**config.mk**
```make
export PLATFORM = sky130hd
export DESIGN_NAME = loadStoreAlign
export DESIGN_NICKNAME = d
export VERILOG_FILES = /design/src/loadStoreAlign.sv
export VERILOG_INCLUDE_DIRS = /design/src
export SDC_FILE = /design/constraint.sdc
export NUM_CORES = 1
export LEC_CHECK = 0
export BUFFER_PORTS_ARGS = -buffer_cell sky130_fd_sc_hd__buf_2
export CAP_MARGIN = 30
export CORE_UTILIZATION = 36
export DETAILED_ROUTE_END_ITERATION = 12
export GPL_ROUTABILITY_DRIVEN = 1
export PLACE_DENSITY = 0.81
export SYNTH_ARGS = -nofsm -noshare
export SYNTH_HDL_FRONTEND = slang
export SYNTH_SLANG_ARGS = --single-unit
export TNS_END_PERCENT = 50
```
**constraint.sdc**
```tcl
create_clock -name vclk -period 1.5
set_input_delay 0.15 -clock vclk [all_inputs]
set_output_delay 0.15 -clock vclk [all_outputs]
set_load 0.05 [all_outputs]
```
**src/dcache_defs.svh**
```systemverilog
`ifndef DCACHE_DEFS_SVH
`define DCACHE_DEFS_SVH

`default_nettype none

// Word and address widths
`define DATA_W 32
`define ADDR_W 32

// 4 sets, one word per line
`define SET_W 2
`define TAG_W (`ADDR_W - `SET_W - 2)

// Uncached word, always goes to memory
`define MMIO_ADDR 32'h000000FC

`define MEM_WORDS 256  // Main memory depth in words
`define MEM_WAIT 2     // Wait states per APB access

`default_nettype wire

`endif

```
**src/loadStoreAlign.sv**
```systemverilog
`include "dcache_defs.svh"
`timescale 1ns/10ps
`default_nettype none

module loadStoreAlign (
    input  logic [2:0]         funct3,
    input  logic [1:0]         offset,
    input  logic [`DATA_W-1:0] lineWord,
    input  logic [`DATA_W-1:0] wdata,
    output logic [`DATA_W-1:0] loadData,
    output logic [`DATA_W-1:0] storeWord,
    output logic [3:0]         byteEnable
);
    logic [7:0]  loadByte;
    logic [15:0] loadHalf;

    assign loadByte = lineWord[{offset, 3'b000} +: 8];
    assign loadHalf = lineWord[{offset[1], 4'b0000} +: 16];  // Halfword follows bit 1

    always_comb begin
        case (funct3)
            3'b000: begin  // lb
                loadData = {{(`DATA_W-8){loadByte[7]}}, loadByte};
            end
            3'b001: begin  // lh
                loadData = {{(`DATA_W-16){loadHalf[15]}}, loadHalf};
            end
            3'b010:  loadData = lineWord;                           // lw
            3'b100:  loadData = {{(`DATA_W-8){1'b0}}, loadByte};    // lbu
            3'b101:  loadData = {{(`DATA_W-16){1'b0}}, loadHalf};   // lhu
            default: loadData = '0;
        endcase
    end

    // Data is copied into every lane, the enables pick the lanes that land
    always_comb begin
        case (funct3)
            3'b000: begin  // sb
                storeWord  = {4{wdata[7:0]}};
                byteEnable = 4'b0001 << offset;
            end
            3'b001: begin  // sh
                storeWord  = {2{wdata[15:0]}};
                byteEnable = offset[1] ? 4'b1100 : 4'b0011;
            end
            3'b010: begin  // sw
                storeWord  = wdata;
                byteEnable = 4'b1111;
            end
            default: begin
                storeWord  = wdata;
                byteEnable = 4'b0000;  // Nothing written
            end
        endcase
    end

endmodule

`default_nettype wire

```
==> flow_summary.toml <==
[place]
port_buffers = 137
placed_area_mm2 = 0.00217
place.gp.congestion = 0.777
dp_hpwl_um = 3740

[timing]
min_period_over_period_pct = 109
relSlewSlack_pct = 78.8
hold_viol = 0
setup_slack_ns = -0.141
rsz0062_at_grt = "yes"
worstMarginPinSlew_ns = 0.310
max_freq_ghz = 0.609
setup_tns_ns = -2.29
min_period_ns = 1.64
finalSetupViolations = 28
slew_viol_final = 0

[setup_path]
end_kind = "output port"
start_kind = "primary input"
crit_path_max_fanout = 8
crit_arrival_ns = 1.49
required_ns = 1.35
critPathKind = "in -> out"

[detailed_routing]
ant_nets = 0
num_vias = 1847
route.detailed.wl_per_inst_um = 14.7
drc = 0
first_pass_iters = 4
vias_per_cell = 5.23
drt-initial-drc-count = 105
routed_wl_um = 5180

[grt]
grt_util_met3_pct = 2.84
grt.met2_usage_pct = 55.1
grt-ovfl-total = 0
met1_usage_pct = 32.5
grt_pass1_wl_um = 7910
grt_pass1_vias = 1731
antenna_found_initial = 0
grt_busiest_layer = "met2"
grt_max_degree = 24
grt_util_all_layers_pct = 28.4

[hold_path]
whs_endpoint = "storeWord[7]"
min-delay-start = "wdata[7]"
holdPathStages = 2
worstHoldPathType = "in -> out"

[status]
violations = "setup timing"
run_status = "complete, but fails checks"

[cells_and_area]
area_delta_synth_final_pct = 102
design_area_mm2 = 0.00242
seq_cell_count = 0
multiInputGateArea_mm2 = 0.00123
regArea_um2 = 0
num-clock-buffers = 0
drive_gt1_share_pct = 70.9
antennaDiodeCount = 0
num-fill-cells = 255
fin_nets = 380

[floorplan]
die-area_mm2 = 0.00356
ioPinCount = 137
core_area_mm2 = 0.00310
die_w_um = 59.6
start_util_pct = 38.5
row_count = 20
die_h_um = 59.6

[yosys]
ys_types = 23
synth_area_mm2 = 0.00120
synth.avg_cell_area_um2 = 7.16
syn_inst = 167
synth_nets = 236
ys_seq_area_share_pct = 0
yosys_warnings = 0

[pwr]
power.density_mw_per_mm2 = 539
leakage_nw = 1.32
ir_drop_v = 0.000336

[clock_network]
postCtsSetupRepairBufs = 0

[run]
max_cap_violations = 0
[per-layer routing]
layer  up-vias  part of all wire, %
met4         0                  2.3
met2        84                   54
met1       860                   38
met5         -                    0
li1        887                    -
met3        16                  5.2
[area by class of cell]
cell class	instances	area share (%)
multi-input cells	143	51.0
inverters	3	0.465
well taps	44	2.28
repair buffers	163	46.3
[kinds of logic (layout without fill, tap and decap cells)]
family	after synthesis	in the layout	synth area share, %
compound gates	56	57	29.0
buf+inv	25	166	11.7
mux	48	48	44.5
simple gates	38	38	14.9
[worst max path at each step]
stage / from / to / depth (start not counted)
after detailed placement: offset[0] / loadData[28] / 5
after global routing: offset[0] / loadData[29] / 5
final: offset[0] / loadData[18] / 5
after floorplan: funct3[0] / loadData[0] / 5
after global placement: offset[0] / loadData[27] / 5
after CTS: offset[0] / loadData[28] / 5
[through the flow]
stage               util [%]  instances  setup slack [ns]  hold slack [ns]  total power, mW
floorplan                  -        167            -0.223            0.467            0.856
global placement        69.8        352            -0.195            0.616             1.16
detailed placement      69.8        352            -0.229            0.616             1.17
CTS                     77.3        353            -0.122            0.618             1.28
global route            78.0        353            -0.167            0.625             1.36
finish                  78.0        353            -0.141            0.618             1.30
[report_power, final]
part	switching [mW]	internal [mW]	leakage, nW
clock	0	0	0
combinational	0.837	0.467	1.32
sequential	0	0	0
total	0.837	0.467	1.32
[timing repair]
| action | 4_1_cts | 5_1_grt |
|---|---|---|
| hold buffers | 0 | 0 |
| endpoints found under the hold margin | 0 | 0 |
| pin swaps | 3 | 2 |
| cloned | 1 | 0 |
| resized for setup | 59 | 8 |
| setup endpoints to repair | 24 | 39 |
[cell usage in the layout, fill, tap and decap left out, drive strengths merged, types with 2 or more instances in the layout]
| master | count |
|---|---|
| inv | 3 |
| mux2i | 16 |
| nand2b | 2 |
| nor3b | 2 |
| or2b | 2 |
| nor2 | 14 |
| a21o | 16 |
| a32o | 2 |
| nand2 | 16 |
| mux2 | 31 |
| buf | 160 |
| a21oi | 28 |
| clkbuf | 3 |
| o21ai | 8 |
[critical path: stages]
cell and delay, ns:
buf_6 0.07, mux4_2 0.55, a32o_2 0.33, a21o_1 0.21, buf_6 0.16
[Yosys cell counts (3+ instances only)]
library cell | count | area share (%)
buf_2 | 7 | 2.9
a21oi_1 | 28 | 12
clkbuf_1 | 6 | 1.9
a21o_1 | 10 | 6.3
a21o_2 | 6 | 4.4
mux2i_1 | 16 | 13
nand2_1 | 16 | 5.0
inv_1 | 3 | 0.94
nor2_1 | 14 | 4.4
buf_4 | 8 | 5.0
mux2_2 | 31 | 29
o21ai_0 | 8 | 3.3
No activity file was read; power rests on OpenSTA's default activity.
