<file path="config.mk">
export PLATFORM = sky130hd
export DESIGN_NAME = cacheArray_flat
export DESIGN_NICKNAME = d
export VERILOG_FILES = /design/src/dcache_pkg.sv /design/src/cacheIfs.sv /design/src/cacheArray.sv /design/src/flat_wrapper.sv
export VERILOG_INCLUDE_DIRS = /design/src
export SDC_FILE = /design/constraint.sdc
export NUM_CORES = 1
export LEC_CHECK = 0
export BUFFER_PORTS_ARGS = -buffer_cell sky130_fd_sc_hd__buf_2
export CORE_UTILIZATION = 50
export CTS_CLUSTER_DIAMETER = 80
export DETAILED_ROUTE_END_ITERATION = 8
export PLACE_DENSITY = 0.77
export SYNTH_ARGS = -nofsm -noshare
export SYNTH_HDL_FRONTEND = slang
export SYNTH_SLANG_ARGS = --single-unit
export TNS_END_PERCENT = 1
</file>
<file path="constraint.sdc">
create_clock -name clk -period 5.8 [get_ports clk]
set_input_delay 1.74 -clock clk [delete_from_list [all_inputs] [get_ports clk]]
set_output_delay 1.74 -clock clk [all_outputs]
set_load 0.05 [all_outputs]
</file>
<file path="src/dcache_defs.svh">
`ifndef DCACHE_DEFS_SVH
`define DCACHE_DEFS_SVH

`default_nettype none

// Word and address widths
`define DATA_W 32
`define ADDR_W 32

// 4 sets, one word per line
`define SET_W 2
`define TAG_W (`ADDR_W - `SET_W - 2)

// Uncached word, always goes to memory
`define MMIO_ADDR 32'h000000FC

`define MEM_WORDS 256  // Main memory depth in words
`define MEM_WAIT 2     // Wait states per APB access

`default_nettype wire

`endif

</file>
<file path="src/dcache_pkg.sv">
`include "dcache_defs.svh"
`default_nettype none

package dcache_pkg;

    // One address word, seen either raw or split into cache fields
    typedef union packed {
        logic [`ADDR_W-1:0] raw;  // MMIO compare and APB address
        struct packed {
            logic [`TAG_W-1:0] tag;
            logic [`SET_W-1:0] setIdx;
            logic [1:0]        offset;  // Byte within the word
        } f;
    } cacheAddrT;

endpackage

`default_nettype wire

</file>
<file path="src/cacheIfs.sv">
`include "dcache_defs.svh"
`timescale 1ns/10ps
`default_nettype none


// Miss handshake between the array and the controller
interface missIf;
    logic               missReq;      // Level, held while the access misses
    logic               victimDirty;
    logic [`ADDR_W-1:0] victimAddr;
    logic [`DATA_W-1:0] victimData;
    logic               fillValid;    // One cycle pulse
    logic [`DATA_W-1:0] fillData;

    modport cache (
        output missReq, victimDirty, victimAddr, victimData,
        input  fillValid, fillData
    );

    modport ctrl (
        input  missReq, victimDirty, victimAddr, victimData,
        output fillValid, fillData
    );
endinterface

`default_nettype wire

</file>
<file path="src/cacheArray.sv">
`include "dcache_defs.svh"
`timescale 1ns/10ps
`default_nettype none

module cacheArray (
    input  logic                  clk,
    input  logic                  rst,
    input  logic                  read,
    input  logic                  write,
    input  dcache_pkg::cacheAddrT addr,
    input  logic [`DATA_W-1:0]    storeWord,
    input  logic [3:0]            byteEnable,
    output logic [`DATA_W-1:0]    lineWord,
    output logic                  hit,
    missIf.cache                  miss
);
    import dcache_pkg::*;

    localparam int Sets = 1 << `SET_W;

    logic [1:0]         valid [Sets];    // Bit per way
    logic [1:0]         dirty [Sets];
    logic [Sets-1:0]    lru;             // Way to replace next
    logic [`TAG_W-1:0]  tags  [Sets][2];
    logic [`DATA_W-1:0] data  [Sets][2];

    logic [`SET_W-1:0]  setIdx;
    logic [`TAG_W-1:0]  tag;
    logic               access;
    logic               isMmio;
    logic               hit0;
    logic               hit1;
    logic               wayHit;
    logic               victimWay;
    logic [`DATA_W-1:0] mergedWord;
    cacheAddrT          victim;

    assign setIdx = addr.f.setIdx;
    assign tag    = addr.f.tag;
    assign access = read | write;
    assign isMmio = (addr.raw == `MMIO_ADDR);

    assign hit0      = valid[setIdx][0] && (tags[setIdx][0] == tag);
    assign hit1      = valid[setIdx][1] && (tags[setIdx][1] == tag);
    assign wayHit    = ~hit0;  // Way 0 wins
    assign hit       = access && !isMmio && (hit0 || hit1);
    assign lineWord  = data[setIdx][wayHit];
    assign victimWay = lru[setIdx];

    // Store merge under byte enables
    always_comb begin
        for (int b = 0; b < 4; b++) begin
            mergedWord[8*b +: 8] = byteEnable[b] ? storeWord[8*b +: 8] : lineWord[8*b +: 8];
        end
    end

    // Victim address rebuilt from its stored tag
    always_comb begin
        victim.f.tag    = tags[setIdx][victimWay];
        victim.f.setIdx = setIdx;
        victim.f.offset = 2'b00;
    end

    assign miss.missReq     = access && !isMmio && !(hit0 || hit1);
    assign miss.victimDirty = valid[setIdx][victimWay] && dirty[setIdx][victimWay];
    assign miss.victimAddr  = victim.raw;
    assign miss.victimData  = data[setIdx][victimWay];

    always_ff @(posedge clk or posedge rst) begin
        if (rst) begin
            for (int s = 0; s < Sets; s++) begin
                valid[s] <= '0;
                dirty[s] <= '0;
            end
            lru <= '0;
        end else if (miss.fillValid) begin
            valid[setIdx][victimWay] <= 1'b1;
            dirty[setIdx][victimWay] <= 1'b0;  // Fresh copy of memory
            lru[setIdx]              <= ~victimWay;
        end else if (hit) begin
            lru[setIdx] <= ~wayHit;
            if (write) begin
                dirty[setIdx][wayHit] <= 1'b1;
            end
        end
    end

    always_ff @(posedge clk) begin
        if (miss.fillValid) begin
            tags[setIdx][victimWay] <= tag;
            data[setIdx][victimWay] <= miss.fillData;
        end else if (hit && write) begin
            data[setIdx][wayHit] <= mergedWord;
        end
    end

endmodule

`default_nettype wire

</file>
<file path="src/flat_wrapper.sv">
// flat-port wrapper written by rule: the top's interface ports become plain ports
module cacheArray_flat import dcache_pkg::*;
  (clk, rst, read, write, addr, storeWord, byteEnable, lineWord, hit, miss_missReq, miss_victimDirty, miss_victimAddr, miss_victimData, miss_fillValid, miss_fillData);
  missIf miss_i ();
  input  logic clk;
  input  logic rst;
  input  logic read;
  input  logic write;
  input  dcache_pkg::cacheAddrT addr;
  input  logic [`DATA_W-1:0] storeWord;
  input  logic [3:0] byteEnable;
  output logic [`DATA_W-1:0] lineWord;
  output logic hit;
  output wire logic [$bits(miss_i.missReq)-1:0] miss_missReq;
  output wire logic [$bits(miss_i.victimDirty)-1:0] miss_victimDirty;
  output wire logic [$bits(miss_i.victimAddr)-1:0] miss_victimAddr;
  output wire logic [$bits(miss_i.victimData)-1:0] miss_victimData;
  input wire logic [$bits(miss_i.fillValid)-1:0] miss_fillValid;
  input wire logic [$bits(miss_i.fillData)-1:0] miss_fillData;
  assign miss_missReq = miss_i.missReq;
  assign miss_victimDirty = miss_i.victimDirty;
  assign miss_victimAddr = miss_i.victimAddr;
  assign miss_victimData = miss_i.victimData;
  assign miss_i.fillValid = miss_fillValid;
  assign miss_i.fillData = miss_fillData;
  cacheArray u_core (.clk(clk), .rst(rst), .read(read), .write(write), .addr(addr), .storeWord(storeWord), .byteEnable(byteEnable), .lineWord(lineWord), .hit(hit), .miss(miss_i));
endmodule
</file>
==> metrics.txt <==
status complete, but fails checks; failing checks setup timing; IO Count 204; CTS buffer count 51; Slowest-stage cell, CP mux2i_1; Final Hold Viols 0; synth unique cells 57; Hold/Removal Path Class register to register; residual DRC count 0; drt first-iter violations 1397; WP data arrival 4210 ps; Crit path max-delay family buffers and inverters; Post-Syn Area 23000 um2; # setup viols final 34; PwrDens 330 nW/um2; Gate Count Post-Synth 1353; clock-pin slew on the worst setup and hold paths 60 ps; Synth Flop Type edfxtp_1; Overflow after GRT 0; Tot Pwr 9.36 mW; register area share after synthesis 0.648; fmax 168 MHz; pre-CTS setup slack -476 ps; Max Slew Vio Count 0; cts hold-fix bufs 0; Crit. path cell count 12; Hold Path Cell Cnt 1; DR vias 14209; Slew @ Worst Pin 784 ps; worst vdd ir 313 uV; fin crit period 5950 ps; Vias/cell 6.10; Ys Warns 0; Final Skew 34.4 ps; Filler Cell Count 3095; clk buf depth 3; RSZ-0062 raised after global routing yes; RePlAce Congestion 0.908; Clock Latency Late Sink 620 ps; Reg area 14900 um2; H-tree depth 2; wire length per cell 25.5 um; data required time of the worst path 4060 ps; TritonCTS clock tree yes; vias in the first global route 13918; Core Util, Final 0.624; Crit Path Category input pin to primary output; Total GRT Usage 0.250; FFs w/ async S/R, synth 0.0400; Syn Area/Cell 17.0 um2; LEAKAGE 10.2 nW; layout cell share with drive strength beyond 1 0.446; Worst R2R Path Depth 14; global-route wire length before repair 87100 um; CP peak stage delay 420 ps; clock root buffer clkbuf_16; initial core utilization 0.508; post-route setup slack -150 ps; PortBufs 201; DIE AREA 46900 um2; Core Region 45400 um2; largest net degree at the start of global routing 69; Die H 217 um; initial antenna violation count 2; Antenna Nets Post-Route 0; CP Max Fanout 21; Final HPWL DP 38200 um; Rel. slew slack 0.476; Cell Chain, Critical Path clkbuf_16, buf_12, mux2i_1, xor2_1, a31oi_2, nor3_2, buf_4, nand4_4, buf_12, clkbuf_16, mux2_2, buf_4; post-synthesis register bit count 500; Worst Setup Start Kind input pin; synthesis-to-finish area growth 23.0%; final WL 59300 um; Post-synth EDFFs 480; nets 1787; Die X 217 um; Buf/Inv on CP 6; Tcrit/Tclk final 1.03; Max Cap Violations 0; Std-Cell Rows 78; multi-input logic area 8030 um2; 1st-pass router iterations 5; Sink Count 500; endpoint type of the worst setup path primary output
-- worst register-to-register path: cells and delay by family (launching register included) --
family | cells | cell delay [ps]
XOR/XNOR | 1 | 160
AND/OR/NAND/NOR | 5 | 650
buffers and inverters | 6 | 1090
AO/OA/AOI/OAI | 1 | 660
flip-flops | 1 | 410
multiplexers | 1 | 510
-- layer usage --
layer  vias up  GRT usage  wire length (um)
met3        87     0.0359              4540
li1       6068          -                 -
met4         0     0.0732              1370
met2       706      0.417             29800
met1      7348      0.342             23600
met5         -          0                 0
-- cell usage after synthesis, types with 2 or more instances --
| cell type | n | share of area |
|---|---|---|
| a31oi_1 | 2 | 0.00054 |
| a2bb2oi_1 | 2 | 0.00076 |
| inv_1 | 7 | 0.0011 |
| edfxtp_1 | 480 | 0.63 |
| nand3_1 | 11 | 0.0024 |
| buf_2 | 29 | 0.0063 |
| buf_1 | 10 | 0.0016 |
| or2_2 | 6 | 0.0016 |
| o21ai_1 | 10 | 0.0022 |
| nor2_1 | 19 | 0.0031 |
| nand2_1 | 164 | 0.027 |
| clkbuf_1 | 24 | 0.0039 |
| o21bai_2 | 2 | 0.00098 |
| a21oi_1 | 8 | 0.0017 |
| nor3b_1 | 2 | 0.00065 |
| buf_6 | 11 | 0.0054 |
| mux2_2 | 75 | 0.037 |
| nor3_2 | 2 | 0.00087 |
| a21oi_2 | 2 | 0.00076 |
| o211ai_1 | 9 | 0.0029 |
| a21boi_0 | 3 | 0.00098 |
| a31o_2 | 4 | 0.0015 |
| nor2b_1 | 5 | 0.0014 |
| nor3_1 | 6 | 0.0013 |
| a221oi_1 | 2 | 0.00076 |
| o21ai_2 | 30 | 0.011 |
| nand2b_1 | 10 | 0.0027 |
| o21ai_0 | 46 | 0.010 |
| nand4_1 | 16 | 0.0043 |
| buf_4 | 8 | 0.0026 |
| o22ai_1 | 2 | 0.00054 |
| nor4b_1 | 2 | 0.00076 |
| o2111ai_1 | 3 | 0.0011 |
| and2_1 | 2 | 0.00054 |
| dfrtp_1 | 20 | 0.022 |
| nor4_1 | 7 | 0.0019 |
| xnor2_2 | 2 | 0.0014 |
| xnor2_1 | 39 | 0.015 |
| xor2_1 | 13 | 0.0049 |
| mux2i_1 | 100 | 0.043 |
| mux4_2 | 142 | 0.14 |
-- metrics by stage --
stage | TNS [ps] | instances | instance area [um2] | hold slack (ps)
final | -4340 | 2328 | 28300 | 466
after global routing | -6280 | 2327 | 28300 | 493
after CTS | -2720 | 2320 | 28000 | 472
after detailed placement | -24700 | 2221 | 25900 | 456
after global placement | -22210 | 2221 | 25900 | 450
after floorplan | -5440 | 1354 | 23100 | 434
-- repair_timing --
action                                  CTS  global route
gates cloned                              2             4
endpoints found under the setup margin   95            48
buffers inserted                          1             1
pin swaps                                 5             9
resized for setup                        58            38
-- registers in the layout (all words and copies together), names as in the netlist --
register / count
u_core.dirty: 8
u_core.tags: 224
u_core.valid: 8
u_core.data: 256
u_core.lru: 4
-- power breakdown --
part / switching [mW] / internal (mW) / total [mW]
Combinational: 1.07 / 0.633 / 1.71
Clock: 1.43 / 2.06 / 3.49
Sequential: 0.0523 / 4.11 / 4.16
Total: 2.56 / 6.80 / 9.36
-- path summary, 6_finish.rpt --
| check | from | end | slack, ps |
|---|---|---|---|
| hold reg to reg | u_core.valid[2] | u_core.valid[2] | 470 |
| max in group asynchronous | rst | u_core.dirty[2] | 4020 |
| setup reg to reg | u_core.tags[0][48] | u_core.data[1][0] | 2000 |
| min in group asynchronous | rst | u_core.lru[1] | 1270 |
| hold / removal | u_core.valid[2] | u_core.valid[2] | 470 |
| setup / recovery | addr[3] | lineWord[18] | -150 |
-- cell type report --
class / instances / area share
antenna: 3 / 0.000265
clock buffer: 56 / 0.0464
clock inverter: 40 / 0.0177
inverter: 8 / 0.00106
multi-input combinational: 764 / 0.283
sequential: 500 / 0.526
tap: 600 / 0.0265
timing repair buffer: 357 / 0.0984
-- layout by cell type (no fill, tap or decap), types with 8 or more instances in the layout --
cell	instances
buf_6	24
nand4_1	16
nand2_2	16
mux4_2	141
xnor2_1	25
nand2b_1	10
buf_12	24
clkinv_2	13
o21ai_0	42
buf_2	165
mux2_2	74
xor2_1	11
a21oi_1	8
dfrtp_1	20
nand2_1	148
clkinv_1	8
nand3_1	10
xnor2_2	14
nor2_4	8
o211ai_1	9
mux2i_1	96
bufinv_16	9
edfxtp_1	480
o21ai_2	34
clkbuf_16	55
nor2_1	11
buf_4	135
o21ai_1	10
-- kinds of logic after synthesis --
| logic type | Yosys count | share of synthesized area |
|---|---|---|
| compound gates | 130 | 0.0381 |
| xor+xnor | 54 | 0.0212 |
| buf+inv | 90 | 0.0211 |
| flops | 500 | 0.648 |
| mux | 317 | 0.219 |
| other cells | 1 | 0.000163 |
| simple gates | 261 | 0.0529 |
No activity file was read; power rests on OpenSTA's default activity.
