## config.mk

```make
export PLATFORM = sky130hd
export DESIGN_NAME = missController_flat
export DESIGN_NICKNAME = d
export VERILOG_FILES = /design/src/dcache_pkg.sv /design/src/cacheIfs.sv /design/src/missController.sv /design/src/flat_wrapper.sv
export VERILOG_INCLUDE_DIRS = /design/src
export SDC_FILE = /design/constraint.sdc
export NUM_CORES = 1
export LEC_CHECK = 0
export ABC_AREA = 0
export BUFFER_PORTS_ARGS = -buffer_cell sky130_fd_sc_hd__buf_2
export CORE_AREA = 2 2 117 119
export CTS_BUF_LIST = sky130_fd_sc_hd__clkbuf_8
export CTS_CLUSTER_SIZE = 8
export DETAILED_ROUTE_END_ITERATION = 10
export DIE_AREA = 0 0 119 121
export PLACE_DENSITY_LB_ADDON = 0.05
export SETUP_SLACK_MARGIN = 0.15
export SLEW_MARGIN = 30
export SYNTH_ARGS = -nofsm -noshare
export SYNTH_HDL_FRONTEND = slang
export SYNTH_SLANG_ARGS = --single-unit
```

## constraint.sdc

```tcl
create_clock -name clk -period 10.5 [get_ports clk]
set_input_delay 1.05 -clock clk [delete_from_list [all_inputs] [get_ports clk]]
set_output_delay 1.05 -clock clk [all_outputs]
set_load 0.02 [all_outputs]
```

## src/dcache_defs.svh

```systemverilog
`ifndef DCACHE_DEFS_SVH
`define DCACHE_DEFS_SVH

`default_nettype none

// Word and address widths
`define DATA_W 32
`define ADDR_W 32

// 4 sets, one word per line
`define SET_W 2
`define TAG_W (`ADDR_W - `SET_W - 2)

// Uncached word, always goes to memory
`define MMIO_ADDR 32'h000000FC

`define MEM_WORDS 256  // Main memory depth in words
`define MEM_WAIT 2     // Wait states per APB access

`default_nettype wire

`endif

```

## src/dcache_pkg.sv

```systemverilog
`include "dcache_defs.svh"
`default_nettype none

package dcache_pkg;

    // One address word, seen either raw or split into cache fields
    typedef union packed {
        logic [`ADDR_W-1:0] raw;  // MMIO compare and APB address
        struct packed {
            logic [`TAG_W-1:0] tag;
            logic [`SET_W-1:0] setIdx;
            logic [1:0]        offset;  // Byte within the word
        } f;
    } cacheAddrT;

endpackage

`default_nettype wire

```

## src/cacheIfs.sv

```systemverilog
`include "dcache_defs.svh"
`timescale 1ns/10ps
`default_nettype none

// APB link from miss controller to main memory
interface apbIf;
    logic               psel;
    logic               penable;
    logic               pwrite;
    logic [`ADDR_W-1:0] paddr;
    logic [`DATA_W-1:0] pwdata;
    logic [`DATA_W-1:0] prdata;
    logic               pready;

    modport master (
        output psel, penable, pwrite, paddr, pwdata,
        input  prdata, pready
    );

    modport slave (
        input  psel, penable, pwrite, paddr, pwdata,
        output prdata, pready
    );
endinterface

// Miss handshake between the array and the controller
interface missIf;
    logic               missReq;      // Level, held while the access misses
    logic               victimDirty;
    logic [`ADDR_W-1:0] victimAddr;
    logic [`DATA_W-1:0] victimData;
    logic               fillValid;    // One cycle pulse
    logic [`DATA_W-1:0] fillData;

    modport cache (
        output missReq, victimDirty, victimAddr, victimData,
        input  fillValid, fillData
    );

    modport ctrl (
        input  missReq, victimDirty, victimAddr, victimData,
        output fillValid, fillData
    );
endinterface

`default_nettype wire

```

## src/missController.sv

```systemverilog
`include "dcache_defs.svh"
`timescale 1ns/10ps
`default_nettype none

module missController (
    input  logic                  clk,
    input  logic                  rst,
    input  logic                  read,
    input  logic                  write,
    input  dcache_pkg::cacheAddrT addr,
    input  logic [`DATA_W-1:0]    storeWord,
    output logic [`DATA_W-1:0]    mmioData,
    output logic                  mmioBusy,
    missIf.ctrl                   miss,
    apbIf.master                  apb
);
    import dcache_pkg::*;

    localparam logic [2:0] Idle       = 3'd0;
    localparam logic [2:0] WbSetup    = 3'd1;
    localparam logic [2:0] WbAccess   = 3'd2;
    localparam logic [2:0] FillSetup  = 3'd3;
    localparam logic [2:0] FillAccess = 3'd4;
    localparam logic [2:0] MmioSetup  = 3'd5;
    localparam logic [2:0] MmioAccess = 3'd6;
    localparam logic [2:0] Done       = 3'd7;

    logic [2:0] state;
    logic       mmioAccess;
    logic       mmioWriteQ;
    logic       apbDone;
    cacheAddrT  lineAddr;

    assign mmioAccess = (read | write) && (addr.raw == `MMIO_ADDR);
    assign apbDone    = apb.psel && apb.penable && apb.pready;

    always_comb begin
        lineAddr          = addr;
        lineAddr.f.offset = 2'b00;  // Word aligned fill
    end

    always_ff @(posedge clk or posedge rst) begin
        if (rst) begin
            state <= Idle;
        end else begin
            case (state)
                Idle: begin
                    if (mmioAccess) begin
                        state <= MmioSetup;
                    end else if (miss.missReq) begin
                        state <= miss.victimDirty ? WbSetup : FillSetup;
                    end
                end
                WbSetup:    state <= WbAccess;
                WbAccess:   state <= apbDone ? FillSetup : WbAccess;
                FillSetup:  state <= FillAccess;
                FillAccess: state <= apbDone ? Done : FillAccess;
                MmioSetup:  state <= MmioAccess;
                MmioAccess: state <= apbDone ? Idle : MmioAccess;
                default:    state <= Idle;  // Done, fill pulse sent
            endcase
        end
    end

    // Transfer payload, captured as the FSM leaves idle
    always_ff @(posedge clk) begin
        if (state == Idle) begin
            if (mmioAccess) begin
                apb.paddr  <= addr.raw;
                apb.pwdata <= storeWord;
                mmioWriteQ <= write;
            end else if (miss.victimDirty) begin
                apb.paddr  <= miss.victimAddr;
                apb.pwdata <= miss.victimData;
            end else begin
                apb.paddr <= lineAddr.raw;
            end
        end else if (state == WbAccess && apbDone) begin
            apb.paddr <= lineAddr.raw;  // Fill follows the writeback
        end
        if (state == FillAccess && apbDone) begin
            miss.fillData <= apb.prdata;
        end
    end

    assign apb.psel    = (state != Idle) && (state != Done);
    assign apb.penable = (state == WbAccess) || (state == FillAccess) || (state == MmioAccess);
    assign apb.pwrite  = (state == WbSetup) || (state == WbAccess) ||
                         (((state == MmioSetup) || (state == MmioAccess)) && mmioWriteQ);

    assign miss.fillValid = (state == Done);

    // MMIO read data goes out in the completion cycle
    assign mmioData = apb.prdata;
    assign mmioBusy = mmioAccess && !((state == MmioAccess) && apbDone);

endmodule

`default_nettype wire

```

## src/flat_wrapper.sv

```systemverilog
// flat-port wrapper written by rule: the top's interface ports become plain ports
module missController_flat import dcache_pkg::*;
  (clk, rst, read, write, addr, storeWord, mmioData, mmioBusy, miss_missReq, miss_victimDirty, miss_victimAddr, miss_victimData, miss_fillValid, miss_fillData, apb_psel, apb_penable, apb_pwrite, apb_paddr, apb_pwdata, apb_prdata, apb_pready);
  missIf miss_i ();
  apbIf apb_i ();
  input  logic clk;
  input  logic rst;
  input  logic read;
  input  logic write;
  input  dcache_pkg::cacheAddrT addr;
  input  logic [`DATA_W-1:0] storeWord;
  output logic [`DATA_W-1:0] mmioData;
  output logic mmioBusy;
  input wire logic [$bits(miss_i.missReq)-1:0] miss_missReq;
  input wire logic [$bits(miss_i.victimDirty)-1:0] miss_victimDirty;
  input wire logic [$bits(miss_i.victimAddr)-1:0] miss_victimAddr;
  input wire logic [$bits(miss_i.victimData)-1:0] miss_victimData;
  output wire logic [$bits(miss_i.fillValid)-1:0] miss_fillValid;
  output wire logic [$bits(miss_i.fillData)-1:0] miss_fillData;
  output wire logic [$bits(apb_i.psel)-1:0] apb_psel;
  output wire logic [$bits(apb_i.penable)-1:0] apb_penable;
  output wire logic [$bits(apb_i.pwrite)-1:0] apb_pwrite;
  output wire logic [$bits(apb_i.paddr)-1:0] apb_paddr;
  output wire logic [$bits(apb_i.pwdata)-1:0] apb_pwdata;
  input wire logic [$bits(apb_i.prdata)-1:0] apb_prdata;
  input wire logic [$bits(apb_i.pready)-1:0] apb_pready;
  assign miss_i.missReq = miss_missReq;
  assign miss_i.victimDirty = miss_victimDirty;
  assign miss_i.victimAddr = miss_victimAddr;
  assign miss_i.victimData = miss_victimData;
  assign miss_fillValid = miss_i.fillValid;
  assign miss_fillData = miss_i.fillData;
  assign apb_psel = apb_i.psel;
  assign apb_penable = apb_i.penable;
  assign apb_pwrite = apb_i.pwrite;
  assign apb_paddr = apb_i.paddr;
  assign apb_pwdata = apb_i.pwdata;
  assign apb_i.prdata = apb_prdata;
  assign apb_i.pready = apb_pready;
  missController u_core (.clk(clk), .rst(rst), .read(read), .write(write), .addr(addr), .storeWord(storeWord), .mmioData(mmioData), .mmioBusy(mmioBusy), .miss(miss_i), .apb(apb_i));
endmodule
```

==> summary.txt, run 1 <==
=================================================================================
Die extent in x                                                            119 µm
Number of hold-repair buffers added at the cts stage                            0
Area of the core region                                                13,100 µm²
RSZ-0062 raised after global routing                                        false
Number of iterations in the first detailed-routing pass                         4
Main synth FF type                                                   sky130_fd_sc_hd__edfxtp_1
Clock latency reported for the late side of the worst-skew pair           0.37 ns
Internal portion of total power                                          0.815 mW
Flip-flop and latch count after synthesis                                     100
Total number of nets in the final design                                      727
IO Port Bufs                                                                  299
Worst hold slack after final layout                                      0.524 ns
Largest voltage drop on the vdd net                                      0.111 mV
Grt total ovfl                                                                  0
ANT nets after route                                                            0
Status                                                               complete, no violations
Post-detailed-placement half-perimeter wirelength                         9170 µm
Distinct cell type count after synthesis                                       30
Arrival time of data at the critical path endpoint                        2.62 ns
Slowest stage delay, CP                                                   0.58 ns
Worst Max-Slew Pin Slew                                                  0.635 ns
Net Sw Frac                                                                 35.5%
Leading area contributor after synthesis                             sky130_fd_sc_hd__edfxtp_1
Critical path cell sequence                                          buf_2 > or4_1 > nor4_4 > nand3_1 > a41oi_1 > buf_2
Data required time at the worst endpoint                                  9.45 ns
R2r endpoint                                                         u_core.apb.paddr[5]$_DFFE_PP_
Total power per unit cell area                                         208 nW/µm²
Critical-path top delay cell                                         sky130_fd_sc_hd__or4_1
Maximum number of pins on one net before global-route repair                   47
Fraction of the yosys area taken by sequential cells                        67.8%
Final core area utilization                                                 46.4%
Crit path depth                                                                 6
Element type at the critical path end                                  output pin
Startpoint of the most critical register-to-register path            u_core.state[2]$_DFFE_PP0P_
Effective utilization at floorplan                                          33.7%
Register-to-Register Path Depth                                                 4
Post-Synthesis Cells                                                          289
Remaining DRCs                                                                  0
Leak Pwr                                                                  2.66 nW
Number of pins exceeding their max-slew limit in the final report               0
Post-CTS resize count                                                           0
Number of fill cells                                                        1,218
Synthesized netlist net count                                                 456
Class of the most critical setup path                                   in -> out
Post-Synthesis Mean Instance Area                                        15.3 µm²
Fraction of the cycle the final worst path needs                            34.9%
Upper clock frequency limit                                               273 MHz
Avg WL per Cell                                                           15.9 µm
Proportion of power drawn by flip-flops and latches                         47.2%
Clock buffers created by TritonCTS                                              9
Sequential standard cell area                                            2990 µm²
Final weighted congestion in routability-driven placement                   0.803
Category of the worst setup path launch point                          input port
Cell types with the highest counts after synthesis                   sky130_fd_sc_hd__edfxtp_1, sky130_fd_sc_hd__mux2_2, sky130_fd_sc_hd__buf_4
Internal reg-to-reg setup slack                                           8.00 ns
Final setup skew                                                        0.0125 ns
Synthesis-to-layout area growth                                             37.7%
Portion of total power attributed to the clock network                      18.9%
Number of inserted diodes                                                       0
Cell at the root of the clock tree                                   sky130_fd_sc_hd__clkbuf_8
Die boundary height                                                        121 µm
Count of endpoints failing setup in the final report                            0
Initial antenna violation count                                                 1
Worst hold-check path type                                            in -> async
Gr usage total                                                              15.9%
Worst-path clk slew                                                       0.09 ns
Most numerous cell in the Yosys netlist                              sky130_fd_sc_hd__edfxtp_1
Buffer depth of the longest clock path                                          2
Post-route setup TNS                                                         0 ns
Final critical delay including setup and external delays                  3.67 ns
Critical path buffer and inverter count                                         2
Clock tree from TritonCTS                                                     yes
Total Wirelength                                                        11,800 µm
Standard-cell row count                                                        42
Worst setup path start                                                   addr[12]
Setup bufs post-CTS                                                             0
Maximum capacitance violations                                                  0
Worst Path Max Fanout                                                           3
Fraction of final layout cells with drive strength greater than 1           65.7%
Max_slew headroom                                                           57.6%
Fraction of power consumed by combinational cells                           33.9%
Number of enable flip-flop cells after synthesis                               97
Die Outline Area                                                       14,400 µm²
Total number of vias                                                        3,290
Multi-input gate area in the final layout                                1120 µm²
Routed via count divided by cell count                                       4.44
Biggest area contributors in the synthesized netlist                 sky130_fd_sc_hd__edfxtp_1, sky130_fd_sc_hd__mux2_2, sky130_fd_sc_hd__buf_4
Synth Warn #                                                                    0
H-tree levels                                                                   3
Final number of hold-violating endpoints                                        0
Fraction of synthesis flops using an asynchronous set or reset pin          3.00%
Synth Cell Area                                                          4410 µm²
Wire length of the first global-routing pass                            17,200 µm
Number of sinks driven by the clock tree                                      100
IO Count                                                                      300
Cell with the most instances on the worst path                       sky130_fd_sc_hd__buf_2
Number of global-route vias before repair                                   3,221
Worst Setup EP                                                           mmioBusy
Iteration-0 DRC Markers                                                       158
Net Sw Power                                                             0.448 mW
Share of the synthesized area in the top cell type                          66.1%
Largest delay share family, worst path                               simple AND/OR/NAND/NOR gates
=================================================================================
## state kept, by name, summed over array words and instances, names as in the netlist
signal                count
u_core.apb.paddr         32
u_core.apb.pwdata        32
u_core.miss.fillData     32
u_core.mmioWriteQ         1
u_core.state              3
## area by class of cell
| cell class | instances | share of cell area, % |
|---|---|---|
| clock buffer | 9 | 2.04 |
| clock inverter | 7 | 0.989 |
| inverter | 4 | 0.247 |
| multi-input combinational | 142 | 18.4 |
| sequential | 100 | 49.2 |
| tap | 176 | 3.63 |
| timing repair buffer | 303 | 25.5 |
## how the worst min path moves through the flow
stage / startpoint / end / cells after the start
after detailed placement: u_core.state[2]$_DFFE_PP0P_ / u_core.state[2]$_DFFE_PP0P_ / 2
after floorplan: u_core.state[2]$_DFFE_PP0P_ / u_core.state[2]$_DFFE_PP0P_ / 3
after CTS: rst / u_core.state[2]$_DFFE_PP0P_ / 2
final: rst / u_core.state[2]$_DFFE_PP0P_ / 2
after global placement: u_core.state[2]$_DFFE_PP0P_ / u_core.state[2]$_DFFE_PP0P_ / 2
after global routing: rst / u_core.state[2]$_DFFE_PP0P_ / 2
## routing by layer
metal  up-vias  track usage (%)  wire, µm
met5         -                0        13
met4         2             7.44       286
li1       1584                -         -
met2       175             27.7      5940
met3        21             5.45      1060
met1      1508             17.6      4450
## kinds of logic (layout without fill, tap and decap cells)
kind of cell	count (synthesis)	after routing	share of synthesized area, %
AO/OA/AOI/OAI	19	19	2.30
flip-flops	100	100	67.8
buffers and inverters	47	323	7.38
XOR/XNOR	2	2	0.397
multiplexers	50	50	13.6
AND/OR/NAND/NOR	71	71	8.52
## through the flow
stage	setup WS, ns	total power [mW]	instances	instance area [µm²]
after detailed placement	6.81	1.04	724	5860
after CTS	6.79	1.28	740	6040
after global placement	6.80	1.03	724	5860
final	6.83	1.26	741	6070
after global routing	6.65	1.33	741	6070
after floorplan	6.26	0.877	289	4410
## cells in the final DEF (no fill, tap or decap), types with 3 or more instances in the layout
| cell | synthesis | final |
|---|---|---|
| sky130_fd_sc_hd__a21oi_1 | 4 | 4 |
| sky130_fd_sc_hd__edfxtp_1 | 97 | 97 |
| sky130_fd_sc_hd__inv_1 | 4 | 6 |
| sky130_fd_sc_hd__nor4_1 | 6 | 6 |
| sky130_fd_sc_hd__or4_1 | 5 | 5 |
| sky130_fd_sc_hd__dfrtp_1 | 3 | 3 |
| sky130_fd_sc_hd__mux2_4 | 10 | 10 |
| sky130_fd_sc_hd__buf_4 | 35 | 3 |
| sky130_fd_sc_hd__clkbuf_8 | 0 | 9 |
| sky130_fd_sc_hd__mux2_2 | 40 | 40 |
| sky130_fd_sc_hd__nor2_1 | 12 | 11 |
| sky130_fd_sc_hd__o21ai_0 | 13 | 13 |
| sky130_fd_sc_hd__and3_1 | 5 | 5 |
| sky130_fd_sc_hd__nor3_1 | 3 | 3 |
| sky130_fd_sc_hd__nand2_1 | 29 | 29 |
| sky130_fd_sc_hd__buf_2 | 1 | 299 |
## power groups by stage
stage / logic, mW / clock network, mW / registers [mW]
after global routing: 0.461 / 0.262 / 0.606
after floorplan: 0.171 / 0 / 0.706
after CTS: 0.431 / 0.249 / 0.599
final: 0.428 / 0.239 / 0.597
after detailed placement: 0.431 / 0 / 0.606
after global placement: 0.430 / 0 / 0.604
Note: power is estimated with default switching activity, not from simulation.
==> run 2, diff against run 1 <==
==> constraint.sdc (replaced) <==
create_clock -name clk -period 3.5 [get_ports clk]
set_input_delay 0.35 -clock clk [delete_from_list [all_inputs] [get_ports clk]]
set_output_delay 0.35 -clock clk [all_outputs]
set_load 0.02 [all_outputs]
==> summary.txt, run 2 (same netlist as run 1, synthesis figures left out) <==
================================================================================
Final weighted congestion in routability-driven placement                  0.775   was 0.803
Number of hold-repair buffers added at the cts stage                           1   was 0
Die Outline Area                                                      14,400 µm²   unchanged
Maximum number of pins on one net before global-route repair                  35   was 47
Largest delay share family, worst path                              simple AND/OR/NAND/NOR gates   unchanged
Total Wirelength                                                       12,100 µm   was 11,800 µm
Category of the worst setup path launch point                               flop   was input port
Most common cell after layout, fill and taps aside                  sky130_fd_sc_hd__buf_2   unchanged
IO Count                                                                     300   unchanged
Biggest registers after layout                                      u_core.apb.paddr (32), u_core.apb.pwdata (32), u_core.miss.fillData (32)   unchanged
Iteration-0 DRC Markers                                                      141   was 158
Upper clock frequency limit                                              395 MHz
Remaining DRCs                                                                 0   unchanged
Worst Max-Slew Pin Slew                                                 0.633 ns   was 0.635 ns
Buffer depth of the longest clock path                                         2   unchanged
Cell area reported after detailed placement                             5880 µm²   was 5860 µm²
Effective utilization at floorplan                                         33.7%   unchanged
H-tree levels                                                                  3   unchanged
Largest voltage drop on the vdd net                                     0.256 mV   was 0.111 mV
Total power per unit cell area                                        623 nW/µm²   was 208 nW/µm²
Number of sinks driven by the clock tree                                     100   unchanged
Leak Pwr                                                                 2.67 nW   was 2.66 nW
Standard-cell row count                                                       42   unchanged
Number of iterations in the first detailed-routing pass                        4   unchanged
Clock buffers created by TritonCTS                                             9   unchanged
Die boundary height                                                       121 µm   unchanged
Critical path cell sequence                                         nor3_1 > nand2_1 > nor2_4 > mux2_2   was buf_2 > or4_1 > nor4_4 > nand3_1 > a41oi_1 > buf_2
Post-CTS resize count                                                          0   unchanged
Maximum capacitance violations                                                 0   unchanged
Power consumption                                                        3.78 mW   was 1.26 mW
Gr usage total                                                             16.1%   was 15.9%
Slowest stage delay, CP                                                  0.62 ns   was 0.58 ns
Setup bufs post-CTS                                                            0   unchanged
Die extent in x                                                           119 µm   unchanged
Final design instance area without fill                                 6080 µm²   was 6070 µm²
Status                                                              complete, no violations   unchanged
Total number of nets in the final design                                     728   was 727
Post-route setup TNS                                                        0 ns   unchanged
Element type at the critical path end                                       flop   was output pin
Total number of vias                                                       3,359   was 3,290
Clock tree from TritonCTS                                                    yes   unchanged
Critical path buffer and inverter count                                        0   was 2
Number of pins exceeding their max-slew limit in the final report              0   unchanged
Initial antenna violation count                                                1   unchanged
Grt total ovfl                                                                 0   unchanged
ANT nets after route                                                           0   unchanged
Final critical delay including setup and external delays                 2.53 ns
Final number of hold-violating endpoints                                       0   unchanged
Worst hold-check path type                                             in -> reg   was in -> async
Final setup skew                                                       0.0119 ns   was 0.0125 ns
Critical-path top delay cell                                        sky130_fd_sc_hd__nor2_4   was sky130_fd_sc_hd__or4_1
RSZ-0062 raised after global routing                                       false   unchanged
Fraction of the cycle the final worst path needs                           72.4%
Worst Path Max Fanout                                                         18   was 3
Avg WL per Cell                                                          16.2 µm   was 15.9 µm
Post-detailed-placement half-perimeter wirelength                        9470 µm   was 9170 µm
Arrival time of data at the critical path endpoint                       2.65 ns   was 2.62 ns
Fraction of final layout cells with drive strength greater than 1          65.7%   about the same
Class of the most critical setup path                                 reg -> reg   was in -> out
Count of endpoints failing setup in the final report                           0   unchanged
Cell at the root of the clock tree                                  sky130_fd_sc_hd__clkbuf_8   unchanged
Wire length of the first global-routing pass                           17,400 µm   was 17,200 µm
Most frequent cells in the layout                                   sky130_fd_sc_hd__buf_2, sky130_fd_sc_hd__edfxtp_1, sky130_fd_sc_hd__mux2_2   unchanged
Area of the core region                                               13,100 µm²   unchanged
IO Port Bufs                                                                 299   unchanged
Worst-path clk slew                                                      0.09 ns   about the same
Placed Instances                                                             725   was 724
Final std cells w/o fill                                                     743   was 741
Synthesis-to-layout area growth                                            37.8%   was 37.7%
Data required time at the worst endpoint                                 3.62 ns   was 9.45 ns
Routed via count divided by cell count                                      4.52   was 4.44
Max_slew headroom                                                          57.7%   was 57.6%
Clock latency reported for the late side of the worst-skew pair          0.38 ns   was 0.37 ns
Number of global-route vias before repair                                  3,305   was 3,221
================================================================================
==> run 2: through the flow <==
stage | util, % | setup slack (ns) | hold WS (ns)
floorplan | - | 0.483 | 0.104
global placement | 44.9 | 0.814 | 0.224
detailed placement | 44.9 | 0.768 | 0.223
CTS | 46.4 | 0.934 | 0.134
global route | 46.4 | 0.734 | 0.145
finish | 46.4 | 0.968 | 0.162
==> run 2: per-layer routing <==
metal / vias up / wire (µm) / global-route usage [%]
met5: - / 0 / 0
met4: 0 / 301 / 7.66
met3: 21 / 1030 / 5.40
met2: 182 / 6150 / 28.2
met1: 1569 / 4570 / 17.5
li1: 1587 / - / -
==> run 2: report_power, final <==
part           total [mW]  internal, mW  leakage [nW]  switching [mW]
Clock               0.721         0.322        0.0990           0.399
Sequential           1.79          1.68         0.937           0.111
Combinational        1.27         0.430          1.63           0.838
Total                3.78          2.43          2.67            1.35
==> run 2: worst register-to-register path, stage by stage, from the launching register on <==
cell                      delay [ns]
sky130_fd_sc_hd__dfrtp_1        0.52
sky130_fd_sc_hd__nor3_1         0.36
sky130_fd_sc_hd__nand2_1        0.38
sky130_fd_sc_hd__nor2_4         0.62
sky130_fd_sc_hd__mux2_2         0.42
==> run 2: worst paths after layout <==
kind | slack [ns] | cells past startpoint | end | start
hold / removal | 0.16 | 1 | u_core.miss.fillData[23]$_DFFE_PP_ | apb_prdata[23]
setup reg to reg | 0.97 | 4 | u_core.apb.paddr[2]$_DFFE_PP_ | u_core.state[2]$_DFFE_PP0P_
hold reg to reg | 0.76 | 2 | u_core.state[2]$_DFFE_PP0P_ | u_core.state[2]$_DFFE_PP0P_
max in group asynchronous | 2.96 | 3 | u_core.state[0]$_DFFE_PP0P_ | rst
min in group asynchronous | 0.41 | 3 | u_core.state[1]$_DFFE_PP0P_ | rst
setup / recovery | 0.97 | 4 | u_core.apb.paddr[2]$_DFFE_PP_ | u_core.state[2]$_DFFE_PP0P_
==> run 2: final cells by class <==
| cell class | count | area [µm²] |
|---|---|---|
| fillers | 1262 | 7010 |
| well taps | 176 | 220 |
| diodes | 1 | 2.50 |
| flip-flops and latches | 100 | 2990 |
| clock inverters | 7 | 61.3 |
| inverters | 4 | 15.0 |
| multi-input cells | 142 | 1120 |
| clock buffers | 9 | 124 |
| repair buffers | 304 | 1550 |
